[src/common/vid_pkg.sv]
// video controller definitions
`default_nettype none

package vid_pkg;

typedef logic [15:0] word_t;            // cpu and vram data word
typedef logic [15:0] addr_t;            // vram or xr address

typedef struct packed {
    logic [3:0] r;
    logic [3:0] g;
    logic [3:0] b;
} rgb_t;                                // 4:4:4 colour

typedef logic [4:0] hcount_t;           // covers H_TOTAL
typedef logic [3:0] vcount_t;           // covers V_TOTAL

localparam int VRAM_AW          = 10;   // 1024 words

// tiny fixed video mode
localparam int H_VISIBLE        = 16;
localparam int H_TOTAL          = 24;
localparam int V_VISIBLE        = 8;
localparam int V_TOTAL          = 12;
localparam int HSYNC_START      = 18;
localparam int HSYNC_END        = 21;   // first pixel after hsync
localparam int VSYNC_LINE       = 9;
localparam int WORDS_PER_LINE   = 4;    // 16 pixels at 4 bpp

// cpu bus register numbers
localparam logic [3:0] REG_VRAM_WADDR   = 4'd0;
localparam logic [3:0] REG_VRAM_DATA    = 4'd1;
localparam logic [3:0] REG_VRAM_RADDR   = 4'd2;
localparam logic [3:0] REG_VRAM_RDATA   = 4'd3;
localparam logic [3:0] REG_XR_ADDR      = 4'd4;
localparam logic [3:0] REG_XR_DATA      = 4'd5;
localparam logic [3:0] REG_INT          = 4'd6;

// xr register map
localparam logic [7:0] XR_START_ADDR    = 8'h00;
localparam logic [7:0] XR_PALETTE_BASE  = 8'h10;    // 16 entries up to 0x1F

// interrupt vector bits
localparam int INT_VBLANK       = 0;

endpackage

`default_nettype wire

[src/video/video_gen.sv]
// raster generator
`default_nettype none
`timescale 1ns/1ns

module video_gen (
    input  wire logic           clk,
    input  wire logic           reset_i,
    input  wire vid_pkg::addr_t start_addr_i,   // taken at frame start
    output logic                vram_sel_o,
    output vid_pkg::addr_t      vram_addr_o,
    input  wire vid_pkg::word_t vram_data_i,
    output logic [3:0]          pix_index_o,    // to palette
    input  wire vid_pkg::rgb_t  color_i,        // palette result, next cycle
    output logic [3:0]          red_o,
    output logic [3:0]          green_o,
    output logic [3:0]          blue_o,
    output logic                hsync_o,
    output logic                vsync_o,
    output logic                dv_de_o,
    output logic                vblank_o        // first cycle of line V_VISIBLE
);

vid_pkg::hcount_t   h_count;
vid_pkg::vcount_t   v_count;
vid_pkg::addr_t     line_addr;      // first word of this line
logic               h_last;
logic               v_last;
logic               visible;
logic               hs;
logic               vs;
logic [1:0]         phase_d1;       // nibble select, follows fetch data
logic [1:0]         de_d;           // two stage delays
logic [1:0]         hs_d;
logic [1:0]         vs_d;
vid_pkg::word_t     word_q;         // held for pixels 1..3
vid_pkg::word_t     cur_word;

assign h_last  = (h_count == vid_pkg::hcount_t'(vid_pkg::H_TOTAL - 1));
assign v_last  = (v_count == vid_pkg::vcount_t'(vid_pkg::V_TOTAL - 1));
assign visible = (h_count < vid_pkg::hcount_t'(vid_pkg::H_VISIBLE)) &&
                 (v_count < vid_pkg::vcount_t'(vid_pkg::V_VISIBLE));
assign hs      = (h_count >= vid_pkg::hcount_t'(vid_pkg::HSYNC_START)) &&
                 (h_count <  vid_pkg::hcount_t'(vid_pkg::HSYNC_END));
assign vs      = (v_count == vid_pkg::vcount_t'(vid_pkg::VSYNC_LINE));

// one fetch per 4 pixels
assign vram_sel_o  = visible && (h_count[1:0] == 2'b00);
assign vram_addr_o = line_addr + vid_pkg::addr_t'(h_count >> 2);

always_ff @(posedge clk) begin
    if (reset_i) begin
        h_count   <= '0;
        v_count   <= '0;
        line_addr <= '0;
        vblank_o  <= 1'b0;
    end else begin
        vblank_o <= h_last && (v_count == vid_pkg::vcount_t'(vid_pkg::V_VISIBLE - 1));
        if (h_last) begin
            h_count <= '0;
            if (v_last) begin
                v_count   <= '0;
                line_addr <= start_addr_i;
            end else begin
                v_count   <= v_count + 1'b1;
                line_addr <= line_addr + vid_pkg::addr_t'(vid_pkg::WORDS_PER_LINE);
            end
        end else begin
            h_count <= h_count + 1'b1;
        end
    end
end

// fresh word on phase 0, else held copy
assign cur_word = (phase_d1 == 2'd0) ? vram_data_i : word_q;

always_comb begin
    case (phase_d1)
        2'd0:    pix_index_o = cur_word[15:12];     // leftmost pixel
        2'd1:    pix_index_o = cur_word[11:8];
        2'd2:    pix_index_o = cur_word[7:4];
        default: pix_index_o = cur_word[3:0];
    endcase
end

always_ff @(posedge clk) begin
    if (phase_d1 == 2'd0) begin
        word_q <= vram_data_i;
    end
end

// align sync and enable with palette output
always_ff @(posedge clk) begin
    if (reset_i) begin
        phase_d1 <= 2'd0;
        de_d     <= 2'b00;
        hs_d     <= 2'b00;
        vs_d     <= 2'b00;
        dv_de_o  <= 1'b0;
        hsync_o  <= 1'b0;
        vsync_o  <= 1'b0;
        red_o    <= 4'h0;
        green_o  <= 4'h0;
        blue_o   <= 4'h0;
    end else begin
        phase_d1 <= h_count[1:0];
        de_d     <= { de_d[0], visible };
        hs_d     <= { hs_d[0], hs };
        vs_d     <= { vs_d[0], vs };
        dv_de_o  <= de_d[1];
        hsync_o  <= hs_d[1];
        vsync_o  <= vs_d[1];
        red_o    <= de_d[1] ? color_i.r : 4'h0;     // black in blanking
        green_o  <= de_d[1] ? color_i.g : 4'h0;
        blue_o   <= de_d[1] ? color_i.b : 4'h0;
    end
end

endmodule

`default_nettype wire

[config.mk]
export PLATFORM = sky130hd
export DESIGN_NAME = video_gen
export DESIGN_NICKNAME = d
export VERILOG_FILES = /design/src/common/vid_pkg.sv /design/src/video/video_gen.sv
export SDC_FILE = /design/constraint.sdc
export NUM_CORES = 1
export LEC_CHECK = 0
export BUFFER_PORTS_ARGS = -buffer_cell sky130_fd_sc_hd__buf_4
export CAP_MARGIN = 0
export CORE_MARGIN = 4
export CORE_UTILIZATION = 46
export DETAILED_ROUTE_END_ITERATION = 10
export PLACE_DENSITY = 0.75
export REMOVE_ABC_BUFFERS = 1
export SETUP_SLACK_MARGIN = 0.4
export SYNTH_ARGS = -nofsm -noshare
export SYNTH_HDL_FRONTEND = slang
export SYNTH_SLANG_ARGS = --single-unit
[constraint.sdc]
create_clock -name clk -period 1.6 [get_ports clk]
set_input_delay 0.32 -clock clk [delete_from_list [all_inputs] [get_ports clk]]
set_output_delay 0.32 -clock clk [all_outputs]
set_load 0.02 [all_outputs]
==> load_flow_metrics.sql, run 1 <==
INSERT INTO impl_metrics (metric_group, metric, value, unit) VALUES
('worst_setup_path', 'crit_path_max_fanout', '5', ''),
('timing', 'maxSlewViolCount', '0', ''),
('drt', 'via_count', '3309', ''),
('synth', 'syn-cell-area', '2800', 'sq um'),
('place', 'worst_setup_slack_before_clock_tree_synthesis', '-0.421', 'ns'),
('drt', 'route.detailed.wl_per_inst', '24.7', 'um'),
('power_and_ir_drop', 'cellInternalPower', '2740', 'uW'),
('worst_setup_path', 'crit_path_arrival_time', '2.05', 'ns'),
('worst_setup_path', 'setup.worst_path.class', 'flop to output pin', ''),
('timing', 'worst_clock_skew', '0.0132', 'ns'),
('clocking', 'tritoncts', 'done', ''),
('finish', 'area.growth.synth_to_final', '88.1', '%'),
('clocking', 'clock_insertion_delay_worst_skew', '0.35', 'ns'),
('worst_setup_path', 'worst-r2r-setup-slack', '-0.08', 'ns'),
('synth', 'yosys_warning_count', '0', ''),
('power_and_ir_drop', 'clock_power_share', '0.430', ''),
('power_and_ir_drop', 'p_sw_frac', '0.258', ''),
('power_and_ir_drop', 'vdd.ir_drop.worst', '0.917', 'mV'),
('power_and_ir_drop', 'total_switching_power', '953', 'uW'),
('timing', 'max_clock_freq', '421', 'MHz'),
('clocking', 'clockRootBuffer', 'clkbuf_8', ''),
('grt', 'antenna_violations_before_repair', '0', ''),
('finish', 'post-route-cell-area', '5260', 'sq um'),
('drt', 'antenna_violation_net_count_after_detailed_routing', '0', ''),
('drt', 'vias_per_cell', '6.19', ''),
('clocking', 'cts_made_buffers', '9', ''),
('timing', 'fin_crit_sh', '1.48', ''),
('finish', 'antenna-diode-count', '0', ''),
('finish', 'seq_area', '1260', 'sq um'),
('outcome', 'status', 'finished, violations left', ''),
('finish', 'drive_gt1_frac', '0.691', ''),
('worst_setup_path', 'worstPathRequired', '1.28', 'ns'),
('die', 'die_height', '86.0', 'um'),
('place', 'place.gp.congestion', '0.893', ''),
('finish', 'multi_input_logic_area', '2130', 'sq um'),
('synth', 'syn_inst', '294', ''),
('timing', 'period_needed', '2.37', 'ns'),
('finish', 'fill_cells', '230', ''),
('drt', 'detail_route.drc_violations', '0', ''),
('grt', 'overflow', '0', ''),
('outcome', 'violations', 'setup timing', ''),
('timing', 'slew_headroom', '0.638', ''),
('synth', 'number_of_register_bits_inferred_by_synthesis', '61', ''),
('clocking', 'worst_setup_hold_path_clk_slew', '0.08', 'ns'),
('run', 'max_cap_viol_count', '0', ''),
('synth', 'seq_area_frac_synth', '0.436', ''),
('grt', 'largest_net_degree_at_the_start_of_global_routing', '24', ''),
('place', 'detailed_place_hpwl', '5.27', 'mm'),
('grt', 'grt_pass1_vias', '3132', ''),
('finish', 'final_core_utilization', '0.889', ''),
('timing', 'finalHoldViolations', '0', ''),
('clocking', 'ctsHtreeMaxLevel', '3', ''),
('power_and_ir_drop', 'power_frac_seq', '0.439', ''),
('clocking', 'cts_max_path_buffers', '2', ''),
('place', 'post_dp_cell_area', '3690', 'sq um'),
('drt', 'routed_wl', '13.2', 'mm'),
('power_and_ir_drop', 'total_power', '3690', 'uW'),
('die', 'floorplan.io_pins', '83', ''),
('grt', 'globalRouteTotalUtil', '0.261', ''),
('die', 'core-area', '5920', 'sq um'),
('timing', 'finalSetupViolCount', '29', ''),
('power_and_ir_drop', 'combPwrFrac', '0.130', ''),
('drt', 'drt_iter0_markers', '255', ''),
('synth', 'synth.lib_cells_used.distinct', '52', ''),
('drt', 'firstDrtPassIters', '9', ''),
('clocking', 'numClockSinks', '61', ''),
('synth', 'yosys_most_used_dff', 'dfxtp_1', ''),
('timing', 'worst-slew-pin-transition', '0.541', 'ns'),
('die', 'starting_density_of_the_core', '0.473', ''),
('hold_path', 'holdCritPathClass', 'input pin to flop', ''),
('die', 'die_x', '86.0', 'um'),
('power_and_ir_drop', 'p_per_area', '701', 'nW/um^2'),
('power_and_ir_drop', 'static-leakage-power', '0.00215', 'uW'),
('finish', 'finalNetCount', '510', ''),
('synth', 'synth-async-reset-ratio', '0', ''),
('die', 'floorplan.rows', '28', ''),
('worst_setup_path', 'crit_path_end_kind', 'output pin', ''),
('synth', 'number_of_synthesized_flops_with_an_enable_pin', '0', ''),
('clocking', 'holdBufCountCts', '0', ''),
('worst_setup_path', 'setup.worst_path.start_class', 'flop', ''),
('grt', 'global_route_wire_length_before_repair', '15.1', 'mm'),
('place', 'buffer_ports.inserted', '82', ''),
('synth', 'syn_area_per_cell', '9.52', 'sq um'),
('timing', 'postLayoutSetupSlackWorst', '-0.774', 'ns'),
('timing', 'rsz0062_at_grt', 'yes', ''),
('die', 'full_die_area', '7390', 'sq um');
==> metal layers <==
layer	share of wire	global-route usage
met3	0.097	0.0730
met4	0.070	0.118
met5	0	0
met1	0.35	0.286
met2	0.48	0.464
==> power groups by stage <==
stage          clock (uW)  sequential [uW]  combinational [uW]
2_1_floorplan           0             1650                 135
3_3_place_gp            0             1640                 320
3_5_place_dp            0             1650                 325
4_1_cts              1530             1620                 423
5_1_grt              1670             1630                 503
6_report             1590             1620                 481
==> worst paths after layout <==
path / start / endpoint / cells past startpoint
min: color_i[6] / green_o[2]$_SDFF_PP0_ / 2
max reg2reg: h_count[3]$_SDFF_PP0_ / line_addr[15]$_SDFFE_PP0P_ / 8
max: h_count[2]$_SDFF_PP0_ / vram_addr_o[15] / 10
min reg2reg: hs_d[1]$_SDFF_PP0_ / hsync_o$_SDFF_PP0_ / 1
==> cell usage after synthesis (all sizes together), types with 5 or more instances <==
cell type | number | share of area
clkbuf | 8 | 0.012
and2 | 16 | 0.036
mux2 | 12 | 0.048
nand4 | 7 | 0.018
nor3 | 8 | 0.014
xnor2 | 12 | 0.038
a21oi | 19 | 0.034
nor2 | 21 | 0.029
buf | 13 | 0.027
inv | 8 | 0.011
o21ai | 5 | 0.0089
nand3 | 7 | 0.013
nor4 | 6 | 0.013
ha | 8 | 0.036
dfxtp | 61 | 0.44
nand2 | 24 | 0.032
nor2b | 7 | 0.016
==> per-stage QoR <==
| step | setup TNS [ns] | instances | hold WS, ns |
|---|---|---|---|
| floorplan | -3.73 | 273 | 0.387 |
| global placement | -2.54 | 467 | 0.416 |
| detailed placement | -3.05 | 467 | 0.432 |
| CTS | -7.80 | 512 | 0.181 |
| global route | -11.37 | 535 | 0.182 |
| finish | -10.18 | 535 | 0.180 |
==> layout by cell type (no fill, tap or decap), types with 10 or more instances in the layout <==
master   netlist  layout
buf_4          2     121
and2_1        15      13
nor2_1        20      11
a21oi_2        0      10
buf_6          1      45
mux2_2        12      12
dfxtp_1       61      44
nand2_1       24      15
==> flip-flops by register name, indices dropped and copies added (netlist names), 4 cells and up <==
signal,cells
line_addr,16
h_count,5
v_count,4
green_o,4
word_q,12
blue_o,4
red_o,4
==> worst max-delay path, cell delays in order (launching register included) <==
cell	delay [ns]
dfxtp_2	0.38
ha_4	0.16
buf_4	0.12
buf_6	0.09
buf_6	0.09
nand3_4	0.08
a21oi_4	0.15
buf_6	0.16
nand2_2	0.06
xnor2_1	0.21
buf_4	0.19
==> kinds of logic (layout without fill, tap and decap cells) <==
family | count (synthesis) | in the layout | synth area share
mux | 16 | 16 | 0.0805
buf+inv | 29 | 195 | 0.0496
flops | 61 | 61 | 0.436
compound gates | 47 | 47 | 0.110
fa+ha+maj | 9 | 9 | 0.0429
simple gates | 116 | 116 | 0.230
xor+xnor | 16 | 16 | 0.0501
==> final cells by class <==
class	count	area share
Clock buffer	9	0.0235
Tap cell	75	0.0178
Inverter	8	0.00666
Clock inverter	7	0.0188
Timing Repair Buffer	171	0.288
Multi-Input combinational cell	204	0.405
Sequential cell	61	0.240
==> what timing repair did <==
item                       in CTS  in global routing
gates resized for setup       134                 84
setup endpoints to repair      46                 59
buffers inserted               27                 23
cloned                          2                  0
pin swaps                      40                 33
(Power assumes the default switching activity.)
==> run 2, diff against run 1 <==
Settings changed: PLACE_DENSITY 0.75 to unset, PLACE_DENSITY_LB_ADDON set to 0.15.
==> run 2 against run 1 <==
- the flow still finishes with violations (setup timing)
- total power down 4.1%
- clock skew down 0.0054 ns
- non-clock buffer count down 6
- combinational power down 5.4%
- core utilization down 2.5 points
- sequential share of layout area up 0.51 points
- global-route usage down 3.0 points
- register-to-register slack about the same
- worst hold slack worse by 0.0021 ns
- wire length down 17%
- critical path type unchanged
- critical endpoint is now vram_addr_o[14]
- largest power group unchanged
==> load_flow_metrics.sql, run 2 (synthesis results as in run 1) <==
INSERT INTO impl_metrics (metric_group, metric, value, unit) VALUES
('outcome', 'status', 'finished, violations left', ''),
('outcome', 'violations', 'setup timing', ''),
('drt', 'firstDrtPassIters', '5', ''),
('power_and_ir_drop', 'static-leakage-power', '0.00213', 'uW'),
('timing', 'setup_total_negative_slack', '-8.49', 'ns'),
('worst_setup_path', 'worstPathRequired', '1.28', 'ns'),
('grt', 'largest_net_degree_at_the_start_of_global_routing', '28', ''),
('worst_setup_path', 'cp_slowest_stage_delay', '0.35', 'ns'),
('timing', 'finalHoldViolations', '0', ''),
('power_and_ir_drop', 'vdd.ir_drop.worst', '0.558', 'mV'),
('clocking', 'numClockSinks', '61', ''),
('grt', 'globalRouteTotalUtil', '0.231', ''),
('grt', 'grt_pass1_vias', '2842', ''),
('die', 'floorplan.io_pins', '83', ''),
('finish', 'drive_gt1_frac', '0.681', ''),
('timing', 'hold_slack', '0.178', 'ns'),
('worst_setup_path', 'crit_path_arrival_time', '1.91', 'ns'),
('worst_setup_path', 'critical-path-slowest-cell', 'fa_2', ''),
('worst_setup_path', 'reg2regPathDepth', '6', ''),
('timing', 'maxSlewViolCount', '0', ''),
('clocking', 'tritoncts', 'done', ''),
('clocking', 'cts_made_buffers', '9', ''),
('drt', 'vias_per_cell', '5.57', ''),
('finish', 'reg.largest.list', 'line_addr x16, word_q x12, h_count x5', ''),
('clocking', 'worst_setup_hold_path_clk_slew', '0.08', 'ns'),
('timing', 'finalSetupViolCount', '22', ''),
('timing', 'rsz0062_at_grt', 'yes', ''),
('die', 'full_die_area', '7390', 'sq um'),
('drt', 'drt_iter0_markers', '246', ''),
('die', 'starting_density_of_the_core', '0.473', ''),
('timing', 'slew_headroom', '0.736', ''),
('timing', 'fin_crit_sh', '1.39', ''),
('finish', 'antenna-diode-count', '0', ''),
('hold_path', 'holdCritPathClass', 'input pin to flop', ''),
('clocking', 'cts_max_path_buffers', '2', ''),
('timing', 'worst_clock_skew', '0.00777', 'ns'),
('die', 'floorplan.rows', '28', ''),
('finish', 'area.growth.synth_to_final', '82.7', '%'),
('finish', 'layout_common_cells', 'buf_4, dfxtp_1, buf_6', ''),
('power_and_ir_drop', 'p_per_area', '692', 'nW/um^2'),
('finish', 'finalNetCount', '504', ''),
('timing', 'max_clock_freq', '449', 'MHz'),
('place', 'detailed_place_hpwl', '5.37', 'mm'),
('run', 'max_cap_viol_count', '0', ''),
('worst_setup_path', 'critical_path.cell_chain', 'ha_4 > fa_2 > a21o_4 > nand2_2 > nor2_2 > xor2_1 > buf_4', ''),
('grt', 'antenna_violations_before_repair', '0', ''),
('drt', 'detail_route.drc_violations', '0', ''),
('clocking', 'clock_insertion_delay_worst_skew', '0.35', 'ns'),
('finish', 'largest_register_ffs', '16', ''),
('power_and_ir_drop', 'total_power', '3540', 'uW'),
('clocking', 'clockRootBuffer', 'clkbuf_8', ''),
('drt', 'via_count', '2947', ''),
('hold_path', 'timing.hold.worst_path_depth', '2', ''),
('worst_setup_path', 'crit_path_end_kind', 'output pin', ''),
('drt', 'routed_wl', '10.9', 'mm'),
('timing', 'postLayoutSetupSlackWorst', '-0.626', 'ns'),
('grt', 'overflow', '0', ''),
('drt', 'route.detailed.wl_per_inst', '20.6', 'um'),
('worst_setup_path', 'setup.worst_path.class', 'flop to output pin', ''),
('grt', 'global_route_wire_length_before_repair', '13.4', 'mm'),
('die', 'die_x', '86.0', 'um'),
('finish', 'final_core_utilization', '0.863', ''),
('hold_path', 'worst_hold_startpoint', 'color_i[11]', ''),
('place', 'worst_setup_slack_before_clock_tree_synthesis', '-0.373', 'ns'),
('timing', 'worst-slew-pin-transition', '0.396', 'ns'),
('place', 'buffer_ports.inserted', '82', ''),
('worst_setup_path', 'setup.worst_path.start_class', 'flop', ''),
('die', 'core-area', '5920', 'sq um'),
('finish', 'most_common_cell_after_layout_fill_and_taps_aside', 'buf_4', ''),
('die', 'die_height', '86.0', 'um'),
('worst_setup_path', 'startpoint', 'h_count[2]$_SDFF_PP0_', ''),
('place', 'place.gp.congestion', '0.935', ''),
('clocking', 'ctsHtreeMaxLevel', '3', ''),
('drt', 'antenna_violation_net_count_after_detailed_routing', '0', ''),
('finish', 'max_flop_register', 'line_addr', ''),
('timing', 'period_needed', '2.23', 'ns'),
('worst_setup_path', 'crit_path_max_fanout', '4', ''),
('worst_setup_path', 'regToRegStartpoint', 'h_count[3]$_SDFF_PP0_', '');
## run 2: cell count changes in the layout (fill, tap and decap cells not counted), sizes merged
cell      before  now
bufinv         2    1
clkbuf         9   11
buf          171  165
clkinv         3    2
inv            9    8
clkinvlp       1    2
## run 2: metrics by stage
| step | cells | area [sq um] |
|---|---|---|
| finish | 529 | 5110 |
| global route | 529 | 5110 |
| CTS | 512 | 4520 |
| detailed placement | 478 | 3760 |
| global placement | 478 | 3760 |
| floorplan | 273 | 2690 |
## run 2: report_power, final
| part | switching, uW | internal, uW |
|---|---|---|
| Clock | 660 | 804 |
| Combinational | 181 | 275 |
| Sequential | 45.3 | 1570 |
## run 2: area by class of cell
class / instances / area (sq um)
multi-input combinational: 204 / 2110
timing repair buffer: 165 / 1410
sequential: 61 / 1250
fill: 281 / 808
clock buffer: 11 / 151
tap: 75 / 93.8
clock inverter: 5 / 58.8
inverter: 8 / 32.5
## run 2: what timing repair did
| action | in CTS | in global routing |
|---|---|---|
| gates resized for setup | 112 | 100 |
| pin swaps | 28 | 42 |
| hold buffers | 0 | 0 |
| setup endpoints to repair | 53 | 59 |
| buffers inserted | 17 | 17 |
| cloned | 1 | 0 |
## run 2: worst paths after layout
path / end / slack, ns
max: vram_addr_o[14] / -0.63
max reg2reg: line_addr[12]$_SDFFE_PP0P_ / -0.07
min: red_o[3]$_SDFF_PP0_ / 0.18
min reg2reg: vsync_o$_SDFF_PP0_ / 0.44
## run 2: worst max-delay path: cells and delay by family, from the launching register on
family / cells / cell delay (ns)
flip-flops: 1 / 0.34
buffers and inverters: 1 / 0.17
AO/OA/AOI/OAI: 1 / 0.24
adder cells (fa/ha/maj): 2 / 0.52
XOR/XNOR: 1 / 0.15
AND/OR/NAND/NOR: 2 / 0.13
## run 2: layer usage
layer,GRT usage,share of wire
met5,0,0
met4,0.0921,0.040
met3,0.0596,0.070
met2,0.427,0.52
met1,0.248,0.37
==> run 3, diff against run 2 <==
Settings changed: RECOVER_POWER set to 25.
==> run 3 against run 2 <==
- the run still ends with setup timing left
- core utilization down 0.15 points
- flip-flop and latch count stayed put
- count of clock-buffer cells in the layout is the same
- non-clock buffer count did not move
- clock power about the same
- worst hold slack got worse by 0.0025 ns
- wire length rose by 0.38%
==> load_flow_metrics.sql, run 3 (synthesis results as in run 1) <==
INSERT INTO impl_metrics (metric_group, metric, value, unit) VALUES
('power_and_ir_drop', 'vdd.ir_drop.worst', '0.559', 'mV'),
('finish', 'largest_register_ffs', '16', ''),
('finish', 'reg.largest.list', 'line_addr x16, word_q x12, h_count x5', ''),
('place', 'detailed_place_hpwl', '5.37', 'mm'),
('worst_setup_path', 'crit_path_arrival_time', '1.91', 'ns'),
('finish', 'finalNetCount', '504', ''),
('drt', 'routed_wl', '11.0', 'mm'),
('clocking', 'ctsHtreeMaxLevel', '3', ''),
('power_and_ir_drop', 'p_per_area', '694', 'nW/um^2'),
('clocking', 'cts_made_buffers', '9', ''),
('worst_setup_path', 'worstPathRequired', '1.28', 'ns'),
('timing', 'worst_clock_skew', '0.00699', 'ns'),
('place', 'place.gp.congestion', '0.935', ''),
('clocking', 'numClockSinks', '61', ''),
('worst_setup_path', 'cp_slowest_stage_delay', '0.35', 'ns'),
('power_and_ir_drop', 'total_power', '3540', 'uW'),
('outcome', 'status', 'finished, violations left', ''),
('drt', 'firstDrtPassIters', '5', ''),
('timing', 'period_needed', '2.23', 'ns'),
('hold_path', 'holdCritPathClass', 'input pin to flop', ''),
('finish', 'fill_cells', '285', ''),
('timing', 'postLayoutSetupSlackWorst', '-0.626', 'ns'),
('die', 'die_x', '86.0', 'um'),
('finish', 'drive_gt1_frac', '0.676', ''),
('grt', 'global_route_wire_length_before_repair', '13.4', 'mm'),
('outcome', 'violations', 'setup timing', ''),
('grt', 'grt_pass1_vias', '2842', ''),
('worst_setup_path', 'setup.worst_path.start_class', 'flop', ''),
('place', 'dp_cells', '478', ''),
('power_and_ir_drop', 'static-leakage-power', '0.00213', 'uW'),
('grt', 'globalRouteTotalUtil', '0.231', ''),
('die', 'floorplan.io_pins', '83', ''),
('grt', 'antenna_violations_before_repair', '0', ''),
('finish', 'fin_cells', '529', ''),
('drt', 'vias_per_cell', '5.65', ''),
('worst_setup_path', 'crit_path_end_kind', 'output pin', ''),
('die', 'floorplan.rows', '28', ''),
('timing', 'finalSetupViolCount', '23', ''),
('timing', 'setup_total_negative_slack', '-8.56', 'ns'),
('timing', 'rsz0062_at_grt', 'yes', ''),
('finish', 'area.growth.synth_to_final', '82.4', '%'),
('grt', 'largest_net_degree_at_the_start_of_global_routing', '28', ''),
('worst_setup_path', 'critical-path-slowest-cell', 'fa_2', ''),
('clocking', 'clock_insertion_delay_worst_skew', '0.35', 'ns'),
('timing', 'slew_headroom', '0.491', ''),
('grt', 'groute.layer.met1.usage', '0.248', ''),
('timing', 'maxSlewViolCount', '0', ''),
('place', 'buffer_ports.inserted', '82', ''),
('grt', 'grt.met2_usage', '0.427', ''),
('finish', 'max_flop_register', 'line_addr', ''),
('timing', 'max_clock_freq', '449', 'MHz'),
('grt', 'overflow', '0', ''),
('clocking', 'tritoncts', 'done', ''),
('clocking', 'worst_setup_hold_path_clk_slew', '0.08', 'ns'),
('grt', 'gr-max-usage-layer', 'met2', ''),
('grt', 'gr-usage-met3', '0.0596', ''),
('timing', 'fin_crit_sh', '1.39', ''),
('place', 'worst_setup_slack_before_clock_tree_synthesis', '-0.373', 'ns'),
('timing', 'worst-slew-pin-transition', '0.764', 'ns'),
('drt', 'route.detailed.wl_per_inst', '20.7', 'um'),
('clocking', 'cts_max_path_buffers', '2', ''),
('drt', 'via_count', '2989', ''),
('worst_setup_path', 'critical_path.cell_chain', 'ha_4 > fa_2 > a21o_4 > nand2_2 > nor2_2 > xor2_1 > buf_4', ''),
('finish', 'post-route-cell-area', '5100', 'sq um'),
('run', 'max_cap_viol_count', '0', ''),
('drt', 'detail_route.drc_violations', '0', ''),
('worst_setup_path', 'crit_path_max_fanout', '4', ''),
('clocking', 'clockRootBuffer', 'clkbuf_8', ''),
('finish', 'layout_common_cells', 'buf_4, dfxtp_1, buf_6', ''),
('die', 'core-area', '5920', 'sq um'),
('place', 'post_dp_cell_area', '3760', 'sq um'),
('finish', 'antenna-diode-count', '0', ''),
('die', 'starting_density_of_the_core', '0.473', ''),
('die', 'die_height', '86.0', 'um'),
('drt', 'antenna_violation_net_count_after_detailed_routing', '0', ''),
('drt', 'drt_iter0_markers', '230', ''),
('timing', 'finalHoldViolations', '0', ''),
('die', 'full_die_area', '7390', 'sq um'),
('clocking', 'holdBufCountCts', '0', ''),
('worst_setup_path', 'setup.worst_path.class', 'flop to output pin', ''),
('finish', 'most_common_cell_after_layout_fill_and_taps_aside', 'buf_4', '');
run 3: changes by cell type in the layout (fill, tap and decap cells not counted), sizes merged:
| cell | delta |
|---|---|
| clkbuf | +2 |
| buf | -2 |
run 3: cell type report:
| type | instances | area (sq um) | share of cell area |
|---|---|---|---|
| multi-input cells | 204 | 2110 | 0.413 |
| repair buffers | 165 | 1410 | 0.276 |
| flip-flops and latches | 61 | 1250 | 0.245 |
| clock buffers | 11 | 151 | 0.0297 |
| well taps | 75 | 93.8 | 0.0184 |
| clock inverters | 5 | 58.8 | 0.0115 |
| inverters | 8 | 32.5 | 0.00637 |
run 3: path summary, 6_finish.rpt:
kind         slack, ns                          to  depth (start not counted)                  start
min reg2reg       0.44          vsync_o$_SDFF_PP0_                          1     vs_d[1]$_SDFF_PP0_
min               0.18         red_o[3]$_SDFF_PP0_                          2            color_i[11]
max reg2reg      -0.10  line_addr[12]$_SDFFE_PP0P_                          6  h_count[0]$_SDFF_PP0_
max              -0.63             vram_addr_o[14]                          7  h_count[2]$_SDFF_PP0_
run 3: power breakdown:
part,switching [uW],leakage (uW),internal [uW],total [uW]
Sequential,45.5,0.000508,1570,1620
Clock,663,0.000102,804,1470
Combinational,180,0.00152,273,453
run 3: timing repair:
action                                  4_1_cts  5_1_grt
gates cloned                                  1        0
pin swaps                                    28       42
endpoints found under the setup margin       53       59
resized for setup                           112      100
buffers inserted                             17       17
run 3: critical path: cells and delay by family (launching register included):
kind | cells | cell delay, ns
AO/OA/AOI/OAI | 1 | 0.24
XOR/XNOR | 1 | 0.15
adder cells (fa/ha/maj) | 2 | 0.52
buffers and inverters | 1 | 0.17
flip-flops | 1 | 0.34
AND/OR/NAND/NOR | 2 | 0.13
run 3: routing by layer:
layer / share of wire / wire length, um
met3: 0.069 / 759
met4: 0.044 / 484
met1: 0.37 / 4080
met5: 0 / 0
met2: 0.51 / 5630
run 3: through the flow:
stage	hold slack, ns	utilization
floorplan	0.387	-
global placement	0.417	0.635
detailed placement	0.421	0.635
CTS	0.168	0.763
global route	0.165	0.862
finish	0.175	0.862
